===== src/hw/dma_pkg.sv =====
/*
 * register map offsets, field widths and the invalid access pattern
 * shared by the DMA frontend modules
 */
package dma_pkg;

    // peripheral byte address width seen by each core
    localparam int unsigned REG_ADDR_W = 10;

    // register map, byte offsets
    localparam logic [REG_ADDR_W-1:0] SRC_OFFSET = 10'h000;
    localparam logic [REG_ADDR_W-1:0] DST_OFFSET = 10'h004;
    localparam logic [REG_ADDR_W-1:0] NUM_BYTES_OFFSET = 10'h008;
    localparam logic [REG_ADDR_W-1:0] NEXT_ID_OFFSET = 10'h00C;
    localparam logic [REG_ADDR_W-1:0] STATUS_OFFSET = 10'h010;

    // done-id register of stream k lives at DONE_OFFSET + 4*k
    localparam logic [REG_ADDR_W-1:0] DONE_OFFSET = 10'h014;

    // transfer id counters
    localparam int unsigned ID_W = 28;

    // stream index field on top of the id in a launch reply
    localparam int unsigned STREAM_IDX_W = 4;

    // returned for a done-id read past the last stream
    localparam logic [31:0] BAD_ACCESS = 32'hBADACCE5;

endpackage

===== src/hw/dma_cluster_top.sv =====
/*
 * cluster DMA frontend top, register files per core,
 * launch control and one copy backend per stream
 */
`timescale 1ns/10ps
module dma_cluster_top #(
    parameter int unsigned NumCtrl = 2,
    parameter int unsigned NumStreams = 2,
    parameter int unsigned MemAddrWidth = 16,
    parameter int unsigned PeriphIdWidth = 4
) (
    input  logic clk_i,
    input  logic reset_i,
    // peripheral target ports, one per core
    input  logic [NumCtrl-1:0] ctrl_req_i,
    input  logic [NumCtrl-1:0] ctrl_we_i,
    input  logic [NumCtrl-1:0][dma_pkg::REG_ADDR_W-1:0] ctrl_addr_i,
    input  logic [NumCtrl-1:0][31:0] ctrl_wdata_i,
    input  logic [NumCtrl-1:0][PeriphIdWidth-1:0] ctrl_id_i,
    output logic [NumCtrl-1:0] ctrl_gnt_o,
    output logic [NumCtrl-1:0] ctrl_r_valid_o,
    output logic [NumCtrl-1:0][31:0] ctrl_r_data_o,
    output logic [NumCtrl-1:0] ctrl_r_opc_o,
    output logic [NumCtrl-1:0][PeriphIdWidth-1:0] ctrl_r_id_o,
    // memory ports, one per stream
    output logic [NumStreams-1:0] mem_req_o,
    output logic [NumStreams-1:0] mem_we_o,
    output logic [NumStreams-1:0][MemAddrWidth-1:0] mem_addr_o,
    output logic [NumStreams-1:0][31:0] mem_wdata_o,
    input  logic [NumStreams-1:0] mem_gnt_i,
    input  logic [NumStreams-1:0][31:0] mem_rdata_i,
    // status and events
    output logic busy_o,
    output logic [NumCtrl-1:0] term_event_o,
    output logic [NumCtrl-1:0] term_irq_o
);

    logic [NumCtrl-1:0] launch_req, launch_gnt;
    logic [NumCtrl-1:0][MemAddrWidth-1:0] src, dst;
    logic [NumCtrl-1:0][31:0] num_bytes;
    logic [31:0] launch_reply;
    logic [NumStreams-1:0] xfer_valid, xfer_ready, idle, complete;
    logic [MemAddrWidth-1:0] xfer_src, xfer_dst;
    logic [31:0] xfer_num_bytes;
    logic [NumStreams-1:0][dma_pkg::ID_W-1:0] next_ids, done_ids;

    for (genvar i = 0; i < NumCtrl; i++) begin : gen_reg_files
        dma_reg_file #(
            .NumStreams(NumStreams),
            .MemAddrWidth(MemAddrWidth),
            .PeriphIdWidth(PeriphIdWidth)
        ) i_reg_file (
            .clk_i(clk_i),
            .reset_i(reset_i),
            .ctrl_req_i(ctrl_req_i[i]),
            .ctrl_we_i(ctrl_we_i[i]),
            .ctrl_addr_i(ctrl_addr_i[i]),
            .ctrl_wdata_i(ctrl_wdata_i[i]),
            .ctrl_id_i(ctrl_id_i[i]),
            .ctrl_gnt_o(ctrl_gnt_o[i]),
            .ctrl_r_valid_o(ctrl_r_valid_o[i]),
            .ctrl_r_data_o(ctrl_r_data_o[i]),
            .ctrl_r_opc_o(ctrl_r_opc_o[i]),
            .ctrl_r_id_o(ctrl_r_id_o[i]),
            .launch_req_o(launch_req[i]),
            .src_o(src[i]),
            .dst_o(dst[i]),
            .num_bytes_o(num_bytes[i]),
            .launch_gnt_i(launch_gnt[i]),
            .launch_reply_i(launch_reply),
            .busy_i(busy_o),
            .done_ids_i(done_ids)
        );
    end

    dma_launch_ctrl #(
        .NumCtrl(NumCtrl),
        .NumStreams(NumStreams),
        .MemAddrWidth(MemAddrWidth)
    ) i_launch_ctrl (
        .clk_i(clk_i),
        .reset_i(reset_i),
        .launch_req_i(launch_req),
        .src_i(src),
        .dst_i(dst),
        .num_bytes_i(num_bytes),
        .launch_gnt_o(launch_gnt),
        .launch_reply_o(launch_reply),
        .xfer_valid_o(xfer_valid),
        .xfer_ready_i(xfer_ready),
        .xfer_src_o(xfer_src),
        .xfer_dst_o(xfer_dst),
        .xfer_num_bytes_o(xfer_num_bytes),
        .next_ids_i(next_ids),
        .idle_i(idle),
        .complete_i(complete),
        .busy_o(busy_o),
        .term_event_o(term_event_o),
        .term_irq_o(term_irq_o)
    );

    for (genvar s = 0; s < NumStreams; s++) begin : gen_backends
        dma_backend #(
            .MemAddrWidth(MemAddrWidth)
        ) i_backend (
            .clk_i(clk_i),
            .reset_i(reset_i),
            .xfer_valid_i(xfer_valid[s]),
            .xfer_ready_o(xfer_ready[s]),
            .src_i(xfer_src),
            .dst_i(xfer_dst),
            .num_bytes_i(xfer_num_bytes),
            .mem_req_o(mem_req_o[s]),
            .mem_we_o(mem_we_o[s]),
            .mem_addr_o(mem_addr_o[s]),
            .mem_wdata_o(mem_wdata_o[s]),
            .mem_gnt_i(mem_gnt_i[s]),
            .mem_rdata_i(mem_rdata_i[s]),
            .idle_o(idle[s]),
            .complete_o(complete[s]),
            .next_id_o(next_ids[s]),
            .done_id_o(done_ids[s])
        );
    end

endmodule


===== src/hw/dma_backend.sv =====
/*
 * word copy engine on a req/gnt memory port,
 * with issued and retired transfer id counters
 */
`timescale 1ns/10ps
module dma_backend #(
    parameter int unsigned MemAddrWidth = 16
) (
    input  logic clk_i,
    input  logic reset_i,
    // transfer request
    input  logic xfer_valid_i,
    output logic xfer_ready_o,
    input  logic [MemAddrWidth-1:0] src_i,
    input  logic [MemAddrWidth-1:0] dst_i,
    input  logic [31:0] num_bytes_i,
    // memory port
    output logic mem_req_o,
    output logic mem_we_o,
    output logic [MemAddrWidth-1:0] mem_addr_o,
    output logic [31:0] mem_wdata_o,
    input  logic mem_gnt_i,
    input  logic [31:0] mem_rdata_i,
    // status
    output logic idle_o,
    output logic complete_o,
    output logic [dma_pkg::ID_W-1:0] next_id_o,
    output logic [dma_pkg::ID_W-1:0] done_id_o
);

    localparam logic [2:0] ST_IDLE = 3'd0;
    localparam logic [2:0] ST_READ = 3'd1;
    localparam logic [2:0] ST_RDATA = 3'd2;
    localparam logic [2:0] ST_WRITE = 3'd3;
    localparam logic [2:0] ST_DONE = 3'd4;

    logic [2:0] state_q;
    logic [MemAddrWidth-1:0] src_q, dst_q;
    logic [29:0] words_q;
    logic [31:0] data_q;
    logic issue;

    assign xfer_ready_o = (state_q == ST_IDLE);
    assign issue = xfer_valid_i && xfer_ready_o;

    assign idle_o = (state_q == ST_IDLE);
    assign complete_o = (state_q == ST_DONE);

    assign mem_req_o = (state_q == ST_READ) || (state_q == ST_WRITE);
    assign mem_we_o = (state_q == ST_WRITE);
    assign mem_addr_o = (state_q == ST_WRITE) ? dst_q : src_q;
    assign mem_wdata_o = data_q;

    always_ff @(posedge clk_i) begin
        if (reset_i) begin
            state_q <= ST_IDLE;
        end else begin
            case (state_q)
                ST_IDLE: begin
                    if (issue) begin
                        // less than a word left nothing to copy
                        state_q <= (num_bytes_i[31:2] == '0) ? ST_DONE : ST_READ;
                    end
                end
                ST_READ: begin
                    if (mem_gnt_i) begin
                        state_q <= ST_RDATA;
                    end
                end
                ST_RDATA: state_q <= ST_WRITE;
                ST_WRITE: begin
                    if (mem_gnt_i) begin
                        state_q <= (words_q == 30'd1) ? ST_DONE : ST_READ;
                    end
                end
                ST_DONE: state_q <= ST_IDLE;
                default: state_q <= ST_IDLE;
            endcase
        end
    end

    // descriptor and data path
    always_ff @(posedge clk_i) begin
        if (issue) begin
            src_q <= src_i;
            dst_q <= dst_i;
            words_q <= num_bytes_i[31:2];
        end
        // read data shows up one cycle after the read grant
        if (state_q == ST_RDATA) begin
            data_q <= mem_rdata_i;
        end
        if (state_q == ST_WRITE && mem_gnt_i) begin
            src_q <= src_q + MemAddrWidth'(4);
            dst_q <= dst_q + MemAddrWidth'(4);
            words_q <= words_q - 30'd1;
        end
    end

    // id counters, first issued id is 1
    always_ff @(posedge clk_i) begin
        if (reset_i) begin
            next_id_o <= dma_pkg::ID_W'(1);
            done_id_o <= '0;
        end else begin
            if (issue) begin
                next_id_o <= next_id_o + 1'b1;
            end
            if (complete_o) begin
                done_id_o <= done_id_o + 1'b1;
            end
        end
    end

endmodule


===== src/hw/dma_launch_ctrl.sv =====
/*
 * round-robin launch arbiter across cores, strict rotation onto streams,
 * id reply, busy flag and completion events
 */
`timescale 1ns/10ps
module dma_launch_ctrl #(
    parameter int unsigned NumCtrl = 2,
    parameter int unsigned NumStreams = 2,
    parameter int unsigned MemAddrWidth = 16
) (
    input  logic clk_i,
    input  logic reset_i,
    // from the register files
    input  logic [NumCtrl-1:0] launch_req_i,
    input  logic [NumCtrl-1:0][MemAddrWidth-1:0] src_i,
    input  logic [NumCtrl-1:0][MemAddrWidth-1:0] dst_i,
    input  logic [NumCtrl-1:0][31:0] num_bytes_i,
    output logic [NumCtrl-1:0] launch_gnt_o,
    output logic [31:0] launch_reply_o,
    // to the backends
    output logic [NumStreams-1:0] xfer_valid_o,
    input  logic [NumStreams-1:0] xfer_ready_i,
    output logic [MemAddrWidth-1:0] xfer_src_o,
    output logic [MemAddrWidth-1:0] xfer_dst_o,
    output logic [31:0] xfer_num_bytes_o,
    input  logic [NumStreams-1:0][dma_pkg::ID_W-1:0] next_ids_i,
    input  logic [NumStreams-1:0] idle_i,
    input  logic [NumStreams-1:0] complete_i,
    // status and events
    output logic busy_o,
    output logic [NumCtrl-1:0] term_event_o,
    output logic [NumCtrl-1:0] term_irq_o
);

    localparam int unsigned CtrlIdxW = (NumCtrl > 1) ? $clog2(NumCtrl) : 1;
    localparam int unsigned StreamIdxW = (NumStreams > 1) ? $clog2(NumStreams) : 1;

    logic [CtrlIdxW-1:0] rr_ptr_q, winner;
    logic [StreamIdxW-1:0] str_ptr_q;
    logic found, accept;
    logic [dma_pkg::STREAM_IDX_W-1:0] reply_idx;
    logic event_q;

    // first requesting core at or after the priority pointer
    always_comb begin : proc_arbitrate
        int unsigned cand;
        found = 1'b0;
        winner = '0;
        for (int unsigned off = 0; off < NumCtrl; off++) begin
            cand = rr_ptr_q + off;
            if (cand >= NumCtrl) begin
                cand = cand - NumCtrl;
            end
            if (!found && launch_req_i[cand]) begin
                found = 1'b1;
                winner = CtrlIdxW'(cand);
            end
        end
    end

    // only the stream in turn may take it, even if others idle
    assign accept = found && xfer_ready_i[str_ptr_q];

    always_comb begin : proc_handshake
        for (int unsigned c = 0; c < NumCtrl; c++) begin
            launch_gnt_o[c] = accept && (winner == c);
        end
        for (int unsigned s = 0; s < NumStreams; s++) begin
            xfer_valid_o[s] = found && (str_ptr_q == s);
        end
    end

    assign xfer_src_o = src_i[winner];
    assign xfer_dst_o = dst_i[winner];
    assign xfer_num_bytes_o = num_bytes_i[winner];

    // reply is stream index on top, the id it is about to issue below
    always_comb begin : proc_reply
        reply_idx = '0;
        reply_idx[StreamIdxW-1:0] = str_ptr_q;
    end
    assign launch_reply_o = {reply_idx, next_ids_i[str_ptr_q]};

    always_ff @(posedge clk_i) begin
        if (reset_i) begin
            rr_ptr_q <= '0;
            str_ptr_q <= '0;
            event_q <= 1'b0;
        end else begin
            event_q <= |complete_i;
            if (accept) begin
                rr_ptr_q <= (winner == CtrlIdxW'(NumCtrl - 1)) ? '0 : winner + 1'b1;
                str_ptr_q <= (str_ptr_q == StreamIdxW'(NumStreams - 1)) ? '0 : str_ptr_q + 1'b1;
            end
        end
    end

    assign busy_o = |(~idle_i);

    // every core sees every completion
    assign term_event_o = {NumCtrl{event_q}};
    assign term_irq_o = {NumCtrl{event_q}};

endmodule


===== src/hw/dma_reg_file.sv =====
/*
 * per-core register set behind a 32-bit peripheral target port,
 * holds the descriptor and turns a next-id read into a launch request
 */
`timescale 1ns/10ps
module dma_reg_file #(
    parameter int unsigned NumStreams = 2,
    parameter int unsigned MemAddrWidth = 16,
    parameter int unsigned PeriphIdWidth = 4
) (
    input  logic clk_i,
    input  logic reset_i,
    // peripheral target port
    input  logic ctrl_req_i,
    input  logic ctrl_we_i,
    input  logic [dma_pkg::REG_ADDR_W-1:0] ctrl_addr_i,
    input  logic [31:0] ctrl_wdata_i,
    input  logic [PeriphIdWidth-1:0] ctrl_id_i,
    output logic ctrl_gnt_o,
    output logic ctrl_r_valid_o,
    output logic [31:0] ctrl_r_data_o,
    output logic ctrl_r_opc_o,
    output logic [PeriphIdWidth-1:0] ctrl_r_id_o,
    // towards the launch control
    output logic launch_req_o,
    output logic [MemAddrWidth-1:0] src_o,
    output logic [MemAddrWidth-1:0] dst_o,
    output logic [31:0] num_bytes_o,
    input  logic launch_gnt_i,
    input  logic [31:0] launch_reply_i,
    input  logic busy_i,
    input  logic [NumStreams-1:0][dma_pkg::ID_W-1:0] done_ids_i
);

    logic [MemAddrWidth-1:0] src_q, dst_q;
    logic [31:0] num_bytes_q;
    logic pending_q;
    logic launch_access;
    logic [dma_pkg::REG_ADDR_W-1:0] done_word;
    logic [dma_pkg::ID_W-1:0] done_sel;
    logic [31:0] rdata;
    logic unmapped;

    // a next-id read only launches with a nonzero byte count
    assign launch_access = ctrl_req_i && !ctrl_we_i
                           && (ctrl_addr_i == dma_pkg::NEXT_ID_OFFSET)
                           && (num_bytes_q != '0);

    // launches wait for the control module, everything else goes at once
    assign ctrl_gnt_o = launch_access ? launch_gnt_i : ctrl_req_i;
    assign launch_req_o = pending_q;

    assign src_o = src_q;
    assign dst_o = dst_q;
    assign num_bytes_o = num_bytes_q;

    // word index into the done-id window
    assign done_word = (ctrl_addr_i - dma_pkg::DONE_OFFSET) >> 2;

    always_comb begin : proc_done_sel
        done_sel = '0;
        for (int unsigned k = 0; k < NumStreams; k++) begin
            if (done_word == k) begin
                done_sel = done_ids_i[k];
            end
        end
    end

    always_comb begin : proc_read_mux
        rdata = '0;
        unmapped = 1'b0;
        case (ctrl_addr_i)
            dma_pkg::SRC_OFFSET: rdata = 32'(src_q);
            dma_pkg::DST_OFFSET: rdata = 32'(dst_q);
            dma_pkg::NUM_BYTES_OFFSET: rdata = num_bytes_q;
            dma_pkg::NEXT_ID_OFFSET: rdata = launch_access ? launch_reply_i : '0;
            dma_pkg::STATUS_OFFSET: rdata = {31'b0, busy_i};
            default: begin
                if (ctrl_addr_i >= dma_pkg::DONE_OFFSET && ctrl_addr_i[1:0] == 2'b00) begin
                    if (done_word < NumStreams) begin
                        rdata = {{(32 - dma_pkg::ID_W){1'b0}}, done_sel};
                    end else begin
                        rdata = dma_pkg::BAD_ACCESS;
                    end
                end else begin
                    unmapped = 1'b1;
                end
            end
        endcase
    end

    always_ff @(posedge clk_i) begin
        if (reset_i) begin
            src_q <= '0;
            dst_q <= '0;
            num_bytes_q <= '0;
            pending_q <= 1'b0;
            ctrl_r_valid_o <= 1'b0;
        end else begin
            ctrl_r_valid_o <= ctrl_gnt_o;
            // request held for the control module until it is taken
            if (launch_gnt_i) begin
                pending_q <= 1'b0;
            end else if (launch_access) begin
                pending_q <= 1'b1;
            end
            if (ctrl_req_i && ctrl_we_i) begin
                case (ctrl_addr_i)
                    dma_pkg::SRC_OFFSET: src_q <= ctrl_wdata_i[MemAddrWidth-1:0];
                    dma_pkg::DST_OFFSET: dst_q <= ctrl_wdata_i[MemAddrWidth-1:0];
                    dma_pkg::NUM_BYTES_OFFSET: num_bytes_q <= ctrl_wdata_i;
                    default: ;
                endcase
            end
        end
    end

    // response fields, captured on the granting edge
    always_ff @(posedge clk_i) begin
        if (ctrl_gnt_o) begin
            ctrl_r_data_o <= ctrl_we_i ? 32'b0 : rdata;
            ctrl_r_opc_o <= unmapped;
            ctrl_r_id_o <= ctrl_id_i;
        end
    end

endmodule


===== config.mk =====
export PLATFORM = sky130hd
export DESIGN_NAME = dma_cluster_top
export DESIGN_NICKNAME = d
export VERILOG_FILES = /design/src/hw/dma_pkg.sv /design/src/hw/dma_cluster_top.sv /design/src/hw/dma_backend.sv /design/src/hw/dma_launch_ctrl.sv /design/src/hw/dma_reg_file.sv
export SDC_FILE = /design/constraint.sdc
export NUM_CORES = 1
export LEC_CHECK = 0
export ABC_AREA = 0
export BUFFER_PORTS_ARGS = -buffer_cell sky130_fd_sc_hd__buf_2
export CORE_MARGIN = 2
export CORE_UTILIZATION = 55
export DETAILED_ROUTE_END_ITERATION = 6
export HOLD_SLACK_MARGIN = 0.12
export PLACE_DENSITY = 0.77
export RECOVER_POWER = 100
export SYNTH_ARGS = -nofsm -noshare
export SYNTH_HDL_FRONTEND = slang
export SYNTH_SLANG_ARGS = --single-unit

===== constraint.sdc =====
create_clock -name clk_i -period 9.1 [get_ports clk_i]
set_clock_uncertainty 0.1 [all_clocks]
set_input_delay 0.455 -clock clk_i [delete_from_list [all_inputs] [get_ports clk_i]]
set_output_delay 0.455 -clock clk_i [all_outputs]
set_load 0.01 [all_outputs]

# After elaboration in Yosys (flattened, before gate mapping)

Cells that the tools add are included.

Bits in registers: 515
Output and inout bits: 183

Reductions and logical operators: 52
Order comparisons: 10
Equality and inequality tests: 26
Bitwise logic cells: 3
Muxes and demuxes: 63
Add/subtract/negate cells: 17

Operators by type and width:

| kind                                                                          | number |
|---|---|
| 32-bit case mux with 5 select lines                                           | 2 |
| 32-bit two-way mux                                                            | 8 |
| 16-bit two-way mux                                                            | 14 |
| 28-bit two-way mux                                                            | 6 |
| 30-bit two-way mux                                                            | 4 |
| 28-bit by 1-bit adder with 28-bit output, second input constant               | 4 |
| 16-bit by 3-bit adder with 16-bit output, second input constant               | 4 |
| 32-bit by 2-bit less-than comparator with 1-bit output, second input constant | 2 |
| 32-bit nonzero test                                                           | 2 |
| 30-bit by 1-bit == test with 1-bit output, second input constant              | 2 |
| 30-bit by 1-bit subtractor with 30-bit output, second input constant          | 2 |
| 29-bit two-way mux                                                            | 2 |
| 10-bit by 4-bit == test with 1-bit output, second input constant              | 4 |
| 10-bit logical NOT                                                            | 4 |
| 32-bit by 2-bit >= comparator with 1-bit output, second input constant        | 1 |
| 32-bit by 2-bit subtractor with 32-bit output, second input constant          | 1 |
| 30-bit logical NOT                                                            | 1 |
| 3-bit two-way mux                                                             | 9 |
| 3-bit case mux with 4 select lines                                            | 2 |
| 10-bit by 3-bit == test with 1-bit output, second input constant              | 2 |
| 10-bit by 5-bit == test with 1-bit output, second input constant              | 2 |
| 10-bit by 5-bit >= comparator with 1-bit output, second input constant        | 2 |
| 1-bit logical AND                                                             | 20 |
| 10-bit by 5-bit subtractor with 10-bit output, second input constant          | 2 |
| other kinds (23)                                                              | 69 |

# Logic depth before layout (Yosys ltp)

Gate-level depths: netlist of the first run.

Word-level depth: 14
Gate-level depth with buffers: 9
Gate-level depth less buffers: 7

# Hierarchy

A second synthesis of the first run with hierarchy kept.

Cell total of the unflattened synthesis: 2701
Area total of the unflattened synthesis: 26668.1 µm²

By module, submodules not included:

| module                                     | sequential area each (µm²) | instances | area an instance (µm²) | cells an instance |
|---|---|---|---|---|
| dma_backend                                | 4003.8                     | 2         | 7618.6                 | 767 |
| dma_reg_file (gen_reg_files[1].i_reg_file) | 2432.3                     | 1         | 4954.8                 | 502 |
| dma_reg_file (gen_reg_files[0].i_reg_file) | 2432.3                     | 1         | 4947.2                 | 535 |
| dma_launch_ctrl                            | 60.1                       | 1         | 1529.0                 | 130 |

# Least setup slack after synthesis of the first run

No wires, ideal clock.

Path type: reg-to-output
Start point: register gen_reg_files[0].i_reg_file.pending_q
End point: output port ctrl_gnt_o[0]
Stages on the path, launching flop included: 8
Path slack: 3.750 ns
Required time: 8.545 ns
Arrival time: 4.795 ns
Path through: dfxtp_1 -> inv_1 -> o21ai_0 -> clkbuf_1 -> buf_1 -> nand2_1 -> a21boi_0 -> buf_4

Word-level cells in the longest chain between the ends: 9
Elaborated cells between the ends (all ways): 14
Classes of those cells: mux: 9; bitwise: 1; reduce/logical: 4

RTL lines:

| element                                               | RTL line                                     | RTL |
|---|---|---|
| from (decl)                                           | dma_reg_file.sv:37                           | `logic pending_q;` |
| from (signal assigned)                                | dma_reg_file.sv:97                           | `pending_q <= 1'b0;` |
| from (signal assigned)                                | dma_reg_file.sv:103                          | `pending_q <= 1'b0;` |
| from (signal assigned)                                | dma_reg_file.sv:105                          | `pending_q <= 1'b1;` |
| 1-bit two-way mux (implied by the code) (2 in a row)  | dma_launch_ctrl.sv:54                        | `if (!found && launch_req_i[cand]) begin` |
| 1-bit two-way mux                                     | dma_launch_ctrl.sv:54                        |  |
| 1-bit logical NOT                                     | dma_launch_ctrl.sv:54                        |  |
| 1-bit logical AND                                     | dma_launch_ctrl.sv:54                        |  |
| 1-bit two-way mux                                     | dma_launch_ctrl.sv:54                        |  |
| 1-bit logical AND / 1-bit NOT (equally long branches) | dma_launch_ctrl.sv:62, dma_launch_ctrl.sv:66 |  |
| 1-bit logical AND (*)                                 | dma_launch_ctrl.sv:66                        | `launch_gnt_o[c] = accept && (winner == c);` |
| 1-bit two-way mux (*)                                 | dma_reg_file.sv:50                           | `assign ctrl_gnt_o = launch_access ? launch_gnt_i : ctrl_req_i;` |
| to (decl)                                             | dma_cluster_top.sv:20                        | `output logic [NumCtrl-1:0] ctrl_gnt_o,` |

Mark *: on every way between the ends. The rest lies on a longest branch, timed or not. The select of a mux whose other input is x is not followed.

# Worst setup path after layout of the first run

Start point: register i_launch_ctrl.str_ptr_q
End point: output port ctrl_gnt_o[1]

Word-level cells in the longest chain between the ends: 5

RTL lines:

| element                                              | RTL line              | RTL |
|---|---|---|
| from (decl)                                          | dma_launch_ctrl.sv:39 | `logic [StreamIdxW-1:0] str_ptr_q;` |
| from (signal assigned)                               | dma_launch_ctrl.sv:93 | `str_ptr_q <= (str_ptr_q == StreamIdxW'(NumStreams - 1)) ? '0 : str_ptr_q + 1'b1;` |
| 1-bit two-way mux (implied by the code) (2 in a row) | dma_launch_ctrl.sv:62 | `assign accept = found && xfer_ready_i[str_ptr_q];` |
| 1-bit logical AND                                    | dma_launch_ctrl.sv:62 |  |
| 1-bit logical AND                                    | dma_launch_ctrl.sv:66 |  |
| 1-bit two-way mux                                    | dma_reg_file.sv:50    |  |

Every way passes these cells. The select of a mux whose other input is x is not followed.

==> results of run 1 <==
[final cells by class]
class / count / area share [%]
diodes: 4 / 0.0325
clock buffers: 81 / 5.32
clock inverters: 20 / 0.557
inverters: 36 / 0.439
multi-input cells: 1957 / 39.0
flip-flops and latches: 515 / 42.0
well taps: 607 / 2.47
repair buffers: 522 / 10.1
[state kept, by name (all words and copies together), names as in the netlist, 6 cells and up]
| name | count |
|---|---|
| gen_backends.i_backend.state_q | 6 |
| gen_reg_files.i_reg_file.dst_o | 32 |
| gen_backends.i_backend.src_q | 32 |
| gen_backends.i_backend.done_id_o | 56 |
| gen_reg_files.i_reg_file.num_bytes_o | 64 |
| gen_backends.i_backend.mem_wdata_o | 64 |
| gen_reg_files.i_reg_file.src_o | 32 |
| gen_backends.i_backend.dst_q | 32 |
| gen_backends.i_backend.words_q | 60 |
| gen_backends.i_backend.next_id_o | 56 |
| gen_reg_files.i_reg_file.ctrl_r_id_o | 8 |
| gen_reg_files.i_reg_file.ctrl_r_data_o | 64 |
[stage by stage]
stage,cell area [sq um],utilization [%]
finish,30800,66.3
global placement,27900,60.1
detailed placement,27900,60.1
floorplan,25900,-
global route,30800,66.3
CTS,31100,67.0
[layout by cell type (no fill, tap or decap), types with 58 or more instances in the layout]
cell	n
nand3_1	80
nand2_1	409
dfxtp_1	253
xnor2_1	112
nor4_1	59
nor3_1	58
clkbuf_1	215
a21oi_1	218
clkbuf_16	58
mux2i_1	155
nand4_1	85
buf_2	157
dlygate4sd3_1	140
edfxtp_1	262
nor2_1	257
xor2_1	76
[worst max path at each step]
stage                                                                     start                                                         end  slack, ns  cells past startpoint
final                                      i_launch_ctrl.str_ptr_q$_SDFFE_PP0P_                                               ctrl_gnt_o[1]       2.87                      7
after global placement                                          ctrl_addr_i[14]                                               ctrl_gnt_o[1]       5.68                      7
after floorplan           gen_reg_files[0].i_reg_file.launch_req_o$_SDFFE_PP0N_                                               ctrl_gnt_o[0]       3.75                      7
after global routing                       i_launch_ctrl.str_ptr_q$_SDFFE_PP0P_                                               ctrl_gnt_o[1]       2.72                      7
after detailed placement                                        ctrl_addr_i[12]  gen_reg_files[1].i_reg_file.ctrl_r_data_o[0]$_SDFFCE_PP0P_       5.58                      8
after CTS                                                        ctrl_addr_i[0]                                               ctrl_gnt_o[0]       5.18                     10
[per-layer routing]
layer	track usage (%)	wire, microns	up-vias
met2	56.7	41600	1477
met1	52.0	36900	11422
met5	0	0	-
met4	13.8	3850	0
met3	7.95	11300	234
li1	-	-	10519
[report_power, final]
part	total, mW	internal [mW]	leakage (nW)	switching, mW
Combinational	0.223	0.0887	5.85	0.134
Clock	2.27	1.30	0.903	0.963
Sequential	2.46	2.45	4.51	0.0133
[worst reg2reg max path: stages (launching register included)]
cell	delay (ns)
dfxtp_1	0.30
clkbuf_1	1.61
o21a_1	0.36
nand2_1	0.19
nand2_2	0.13
clkbuf_1	2.34
[cells by family after synthesis]
family	Yosys count	synth area share, %
AO/OA/AOI/OAI	427	10.4
XOR/XNOR	188	6.37
adder cells (fa/ha/maj)	23	1.11
buffers and inverters	219	3.61
flip-flops	515	50.0
multiplexers	183	7.22
AND/OR/NAND/NOR	1136	21.3
[timing repair]
item | CTS | global route
buffers inserted | 0 | 0
hold endpoints to repair | 202 | 0
hold buffers | 140 | 0
==> key figures, run 1 <==
Critical path
  • R2r setup slk: 3.57 ns
  • Crit path capture type: output pin
  • Max Fanout on Critical Path: 39
  • Startpoint Class: register
  • Worst endpoint data arrival time: 5.68 ns
  • R2R cell count: 5
  • Critical Path RT: 8.55 ns
  • WS Path Type: reg2out
  • Top delay family on crit path: buffers and inverters
  • WP buf/inv: 3
  • Slowest stage delay, CP: 1.81 ns
  • R2r startpoint: i_launch_ctrl.str_ptr_q$_SDFFE_PP0P_
  • Reg2reg end: gen_backends[1].i_backend.words_q[22]$_DFFE_PP_
  • Most used cell, CP: clkbuf_1
  • Worst path slowest cell: clkbuf_1
  • Worst path cell trace: clkbuf_1 -> o21a_1 -> nand2_1 -> a21oi_1 -> o21a_2 -> clkbuf_1 -> clkbuf_1

Timing
  • Setup violators final: 0
  • Fmax: 0.160 GHz
  • Setup ws final: 2.87 ns
  • Setup tns final: 0 ns
  • Final hold vios: 0
  • Final worst path period share: 68.5%
  • Slew Viols, Final: 681
  • Hold Slack: 0.178 ns
  • Unrepaired setup endpoints after global routing: false
  • Crit path time final: 6.23 ns
  • Worst rel slew slack: -121%
  • Tightest Pin Transition: 3.31 ns

CTS
  • CTS root buf: clkbuf_16
  • CTS tree: built
  • Worst skew pair latency: 0.64 ns
  • Worst-path clk slew: 0.07 ns
  • Clock Path Buffers: 3
  • Num CTS Buffers: 54
  • CTS Sinks: 515
  • CTS H-tree lvls: 2
  • Post-CTS Resized: 0

Worst hold path
  • Worst Hold Class: in2reg
  • Worst Hold Path EP: gen_backends[0].i_backend.next_id_o[22]$_SDFFE_PP0P_
  • Min-delay src: reset_i
  • Hold Path Cell Cnt: 2

GRT
  • Largest net degree at the start of global routing: 102
  • Initial antenna violation count: 4
  • Overflow after GRT: 0
  • First-pass GRT wire length: 139 mm
  • Vias in the first global route: 22173
  • GR Util All Layers: 37.1%

Synth
  • Most frequent cell after synthesis: nand2_1
  • Synth async-reset ratio: 0%
  • Yosys top cell area share: 30.4%
  • Post-Syn Instances: 2691
  • YS warnings: 0
  • FF+latch count, synth: 515
  • Area contributors post-synth: edfxtp_1 30%, dfxtp_1 20%, mux2i_1 6.0%
  • Most frequent cells after synthesis: 411 x nand2_1, 262 x edfxtp_1, 258 x nor2_1, 253 x dfxtp_1, 218 x a21oi_1
  • Distinct cells, synth: 76
  • Sequential fraction of the synthesis area: 50.0%
  • Synth Net Count: 2878
  • Syn Std Cell Area: 0.0259 sq mm
  • Main synth FF type: edfxtp_1
  • Yosys top cell by area: edfxtp_1
  • Mean Syn Cell Area: 9.61 sq um
  • Post-synth EDFFs: 262

Final layout
  • Post-layout net count: 3273
  • Share of cells above drive strength 1: 9.74%
  • Reg area: 0.0129 sq mm
  • Fillers: 3858
  • P&R area growth vs syn: 19.0%
  • Footprint of the multi-input gates: 0.0120 sq mm
  • Non-Filler Instances: 3742

Place
  • Port Buf Inserts: 346
  • Post-DP HPWL: 67.4 mm
  • Gp weighted congestion: 1.05
  • Pre-CTS setup slack: 5.58 ns
  • Placed cells: 3497

Floorplanning
  • Die height: 221 microns
  • Io pins: 347
  • Row count: 79
  • Die area: 0.0488 sq mm
  • Placeable core area: 0.0465 sq mm
  • Initial Util: 55.7%
  • Chip Width: 221 microns

Routing
  • DR WL/cell: 25.0 microns
  • Via/cell ratio: 6.32
  • Via count: 23652
  • DRT antenna net count: 0
  • 1st-iter DRT viols: 3475
  • Post-Route WL: 93.6 mm
  • Initial DRT Pass Iterations: 7
  • DRC: 1

Power
  • Power Density: 161 mW/mm^2
  • Leak pwr: 11.3 nW
  • Power, Total: 4.95 mW
  • Maximum vdd ir drop: 0.144 mV

Outcome
  • Failing checks: DRC, capacitance limit, slew limit
  • Outcome: finished with violations

Flow run
  • Total of max-cap violations: 18
(Power assumes the default switching activity.)
==> inputs of run 2 (changes only) <==
--- a/config.mk
+++ b/config.mk
@@ -5,13 +5,13 @@
 export SDC_FILE = /design/constraint.sdc
 export NUM_CORES = 1
 export LEC_CHECK = 0
-export ABC_AREA = 0
+export ABC_AREA = 1
 export BUFFER_PORTS_ARGS = -buffer_cell sky130_fd_sc_hd__buf_2
 export CORE_MARGIN = 2
 export CORE_UTILIZATION = 55
 export DETAILED_ROUTE_END_ITERATION = 6
 export HOLD_SLACK_MARGIN = 0.12
-export PLACE_DENSITY = 0.77
+export PLACE_DENSITY = 0.76
 export RECOVER_POWER = 100
 export SYNTH_ARGS = -nofsm -noshare
 export SYNTH_HDL_FRONTEND = slang
==> constraint.sdc (replaced) <==
create_clock -name clk_i -period 6.2 [get_ports clk_i]
set_clock_uncertainty 0.1 [all_clocks]
set_input_delay 0.31 -clock clk_i [delete_from_list [all_inputs] [get_ports clk_i]]
set_output_delay 0.31 -clock clk_i [all_outputs]
set_load 0.01 [all_outputs]
==> run 2 against run 1 <==
Hold slack worse by 0.019 ns; the flow finishes with violations (capacitance limit, slew limit); critical path type is now reg2reg; synthesized area grew 4.0%; first-iteration DRC count rose by 1.6%; critical endpoint is now gen_backends[1].i_backend.words_q[22]$_DFFE_PP_; worst setup slack worse by 1.7 ns; count of clock-buffer cells in the layout grew 1; final cell count increased by 23%; flip-flop and latch count unchanged; sequential power up 47%; sequential share of layout area decreased by 1.3 points; synthesized cell count increased by 30%.
==> key figures, run 2 <==
CTS
  • Worst-path clk slew: 0.07 ns (about the same)
  • Clock Path Buffers: 3 (unchanged)
  • Worst skew pair latency: 0.63 ns (was 0.64 ns)
  • Number of post-CTS setup repair buffers: 0 (unchanged)
  • CTS root buf: clkbuf_16 (unchanged)
  • CTS Sinks: 515 (unchanged)
  • Num CTS Buffers: 56 (was 54)
  • CTS tree: built (unchanged)
  • Post-CTS Resized: 0 (unchanged)
  • CTS H-tree lvls: 2 (unchanged)

Final layout
  • Post-layout net count: 4100 (was 3273)
  • P&R area growth vs syn: 18.1% (was 19.0%)
  • Commonest non-fill, non-tap cell in the layout: nand2_1 (unchanged)
  • Share of cells above drive strength 1: 7.58% (was 9.74%)
  • Fillers: 4303 (was 3858)
  • Footprint of the multi-input gates: 0.0116 sq mm (was 0.0120 sq mm)
  • Reg area: 0.0129 sq mm (unchanged)
  • Commonest non-fill, non-tap cells in the layout: 808 x nand2_1, 406 x o21ai_0, 393 x inv_1 (was 409 x nand2_1, 262 x edfxtp_1, 257 x nor2_1)

Place
  • Port Buf Inserts: 346 (unchanged)
  • Post-DP HPWL: 68.6 mm (was 67.4 mm)
  • Gp weighted congestion: 1.03 (was 1.05)
  • Pre-CTS setup slack: 2.52 ns (was 5.58 ns)

Critical path
  • Crit path launch: gen_reg_files[1].i_reg_file.launch_req_o$_SDFFE_PP0N_ (was i_launch_ctrl.str_ptr_q$_SDFFE_PP0P_)
  • Worst endpoint data arrival time: 5.16 ns (was 5.68 ns)
  • Critical Path RT: 6.31 ns (was 8.55 ns)
  • WS Path Type: reg2reg (was reg2out)
  • Crit path capture type: register (was output pin)
  • R2r startpoint: gen_reg_files[1].i_reg_file.launch_req_o$_SDFFE_PP0N_ (was i_launch_ctrl.str_ptr_q$_SDFFE_PP0P_)
  • Max Fanout on Critical Path: 58 (was 39)
  • Startpoint Class: register (unchanged)

Routing
  • DRT antenna net count: 0 (unchanged)
  • 1st-iter DRT viols: 3529 (was 3475)
  • Initial DRT Pass Iterations: 6 (was 7)
  • Via count: 26675 (was 23652)
  • DR WL/cell: 20.7 microns (was 25.0 microns)
  • Via/cell ratio: 5.82 (was 6.32)
  • DRC: 0 (was 1)
  • Post-Route WL: 94.7 mm (was 93.6 mm)

Synth
  • Post-Syn Instances: 3504 (was 2691)
  • Post-synth EDFFs: 262 (unchanged)
  • Most frequent cell after synthesis: nand2_1 (unchanged)
  • Most frequent cells after synthesis: 804 x nand2_1, 392 x o21ai_0, 388 x inv_1, 364 x nor2_1, 262 x edfxtp_1 (was 411 x nand2_1, 262 x edfxtp_1, 258 x nor2_1, 253 x dfxtp_1, 218 x a21oi_1)
  • Yosys top cell by area: edfxtp_1 (unchanged)
  • Sequential fraction of the synthesis area: 48.1% (was 50.0%)
  • Area contributors post-synth: edfxtp_1 29%, dfxtp_1 19%, nand2_1 11% (was edfxtp_1 30%, dfxtp_1 20%, mux2i_1 6.0%)
  • Synth async-reset ratio: 0% (unchanged)
  • FF+latch count, synth: 515 (unchanged)
  • Main synth FF type: edfxtp_1 (unchanged)
  • YS warnings: 0 (unchanged)
  • Syn Std Cell Area: 0.0269 sq mm (was 0.0259 sq mm)
  • Mean Syn Cell Area: 7.68 sq um (was 9.61 sq um)
  • Yosys top cell area share: 29.3% (was 30.4%)
  • Synth Net Count: 3691 (was 2878)
  • Distinct cells, synth: 49 (was 76)

GRT
  • Initial antenna violation count: 1 (was 4)
  • Vias in the first global route: 24203 (was 22173)
  • First-pass GRT wire length: 141 mm (was 139 mm)
  • Largest net degree at the start of global routing: 102 (unchanged)
  • Overflow after GRT: 0 (unchanged)
  • GR Util All Layers: 36.5% (was 37.1%)

Timing
  • Tightest Pin Transition: 2.91 ns (was 3.31 ns)
  • Setup violators final: 0 (unchanged)
  • Setup tns final: 0 ns (unchanged)
  • Final hold vios: 0 (unchanged)
  • Crit path time final: 5.05 ns
  • Unrepaired setup endpoints after global routing: false (unchanged)
  • Hold Slack: 0.159 ns (was 0.178 ns)
  • Slew Viols, Final: 529 (was 681)
  • Worst rel slew slack: -94.3% (was -121%)
  • Fmax: 0.198 GHz
  • Final worst path period share: 81.5%
  • Setup ws final: 1.15 ns (was 2.87 ns)

Power
  • Sw Share: 22.4% (about the same)
  • Power Density: 232 mW/mm^2 (was 161 mW/mm^2)
  • Comb power frac: 4.4% (was 4.5%)
  • Maximum vdd ir drop: 0.196 mV (was 0.144 mV)
  • Internal cell power: 5.71 mW (was 3.84 mW)
  • Flop pwr share: 49.1% (was 49.7%)
  • Clock power share: 46.5% (was 45.8%)
  • Switching power total: 1.65 mW (was 1.11 mW)
  • Leak pwr: 12.4 nW (was 11.3 nW)

Floorplanning
  • Row count: 81 (was 79)
  • Initial Util: 55.3% (was 55.7%)
  • Die area: 0.0507 sq mm (was 0.0488 sq mm)
  • Placeable core area: 0.0486 sq mm (was 0.0465 sq mm)
  • Die height: 225 microns (was 221 microns)
  • Io pins: 347 (unchanged)
  • Chip Width: 225 microns (was 221 microns)

Flow run
  • Total of max-cap violations: 10 (was 18)

Outcome
  • Outcome: finished with violations (unchanged)
  • Failing checks: capacitance limit, slew limit (was DRC, capacitance limit, slew limit)

Worst hold path
  • Min-delay src: ctrl_addr_i[11] (was reset_i)
  • Worst Hold Class: in2reg (unchanged)
## run 2: cell count changes after synthesis, sizes merged, moves of 117 or more
cell   change
o21ai    +358
nor2     +129
nand2    +402
mux2i    -153
inv      +361
nand3    +117
## run 2: area by class of cell
type                       count  area share [%]
tap                          622            2.45
multi-input combinational   2426            36.4
inverter                     401            4.75
clock buffer                  82            5.33
antenna                        3          0.0236
sequential                   515            40.7
timing repair buffer         513            9.73
clock inverter                23           0.591
## run 2: cell families (layout without fill, tap and decap cells)
group | count (synthesis) | in the layout | synth area share, %
and+or+nand+nor | 1588 | 1588 | 25.4
DFF | 515 | 515 | 48.1
other | 0 | 3 | 0
AOI/OAI and AO/OA | 738 | 738 | 14.5
xor gates and xnor gates | 75 | 75 | 2.44
adders and majority gates | 23 | 23 | 1.07
muxes | 2 | 2 | 0.0744
buffers and inverters | 563 | 1019 | 8.47
## run 2: path summary, 6_finish.rpt
kind	end	slack, ns	depth (start not counted)
worst max-delay path	gen_backends[1].i_backend.words_q[22]$_DFFE_PP_	1.15	5
worst max register to register	gen_backends[1].i_backend.words_q[22]$_DFFE_PP_	1.15	5
worst min-delay path	gen_reg_files[1].i_reg_file.ctrl_r_opc_o$_SDFFCE_PP0P_	0.16	5
worst min register to register	i_launch_ctrl.rr_ptr_q$_SDFFE_PP0P_	0.36	2
## run 2: stage by stage
stage | util [%] | cells | cell area [sq um] | power, mW
6_report | 65.3 | 4585 | 31800 | 7.36
5_1_grt | 65.3 | 4583 | 31800 | 7.52
4_1_cts | 66.2 | 4582 | 32200 | 7.36
3_5_place_dp | 59.2 | 4328 | 28800 | 3.93
3_3_place_gp | 59.2 | 4328 | 28800 | 3.93
2_1_floorplan | - | 3504 | 26900 | 3.79
## run 2: power by group through the flow
stage	clock network [mW]	logic (mW)	registers (mW)
2_1_floorplan	0	0.103	3.69
3_5_place_dp	0	0.251	3.68
5_1_grt	3.57	0.345	3.61
4_1_cts	3.43	0.324	3.61
3_3_place_gp	0	0.248	3.68
6_report	3.42	0.325	3.61
## run 2: what timing repair did
action                                  4_1_cts  5_1_grt
hold endpoints to repair                    228        0
hold buffers                                149        0
endpoints found under the setup margin        0        0
## run 2: routing by layer
layer | track usage (%) | share of wire [%] | up-vias
met5 | 0 | 0 | -
met2 | 54.2 | 43 | 1611
met4 | 19.0 | 5.7 | 0
met1 | 51.1 | 40 | 12316
li1 | - | - | 12495
met3 | 6.53 | 11 | 253
## run 2: critical path: stages, from the launching register on
cell,delay [ns]
dfxtp_1,1.04
o21ai_0,0.31
nor2_1,0.80
clkinvlp_2,0.95
nand2_2,0.24
clkbuf_2,1.14
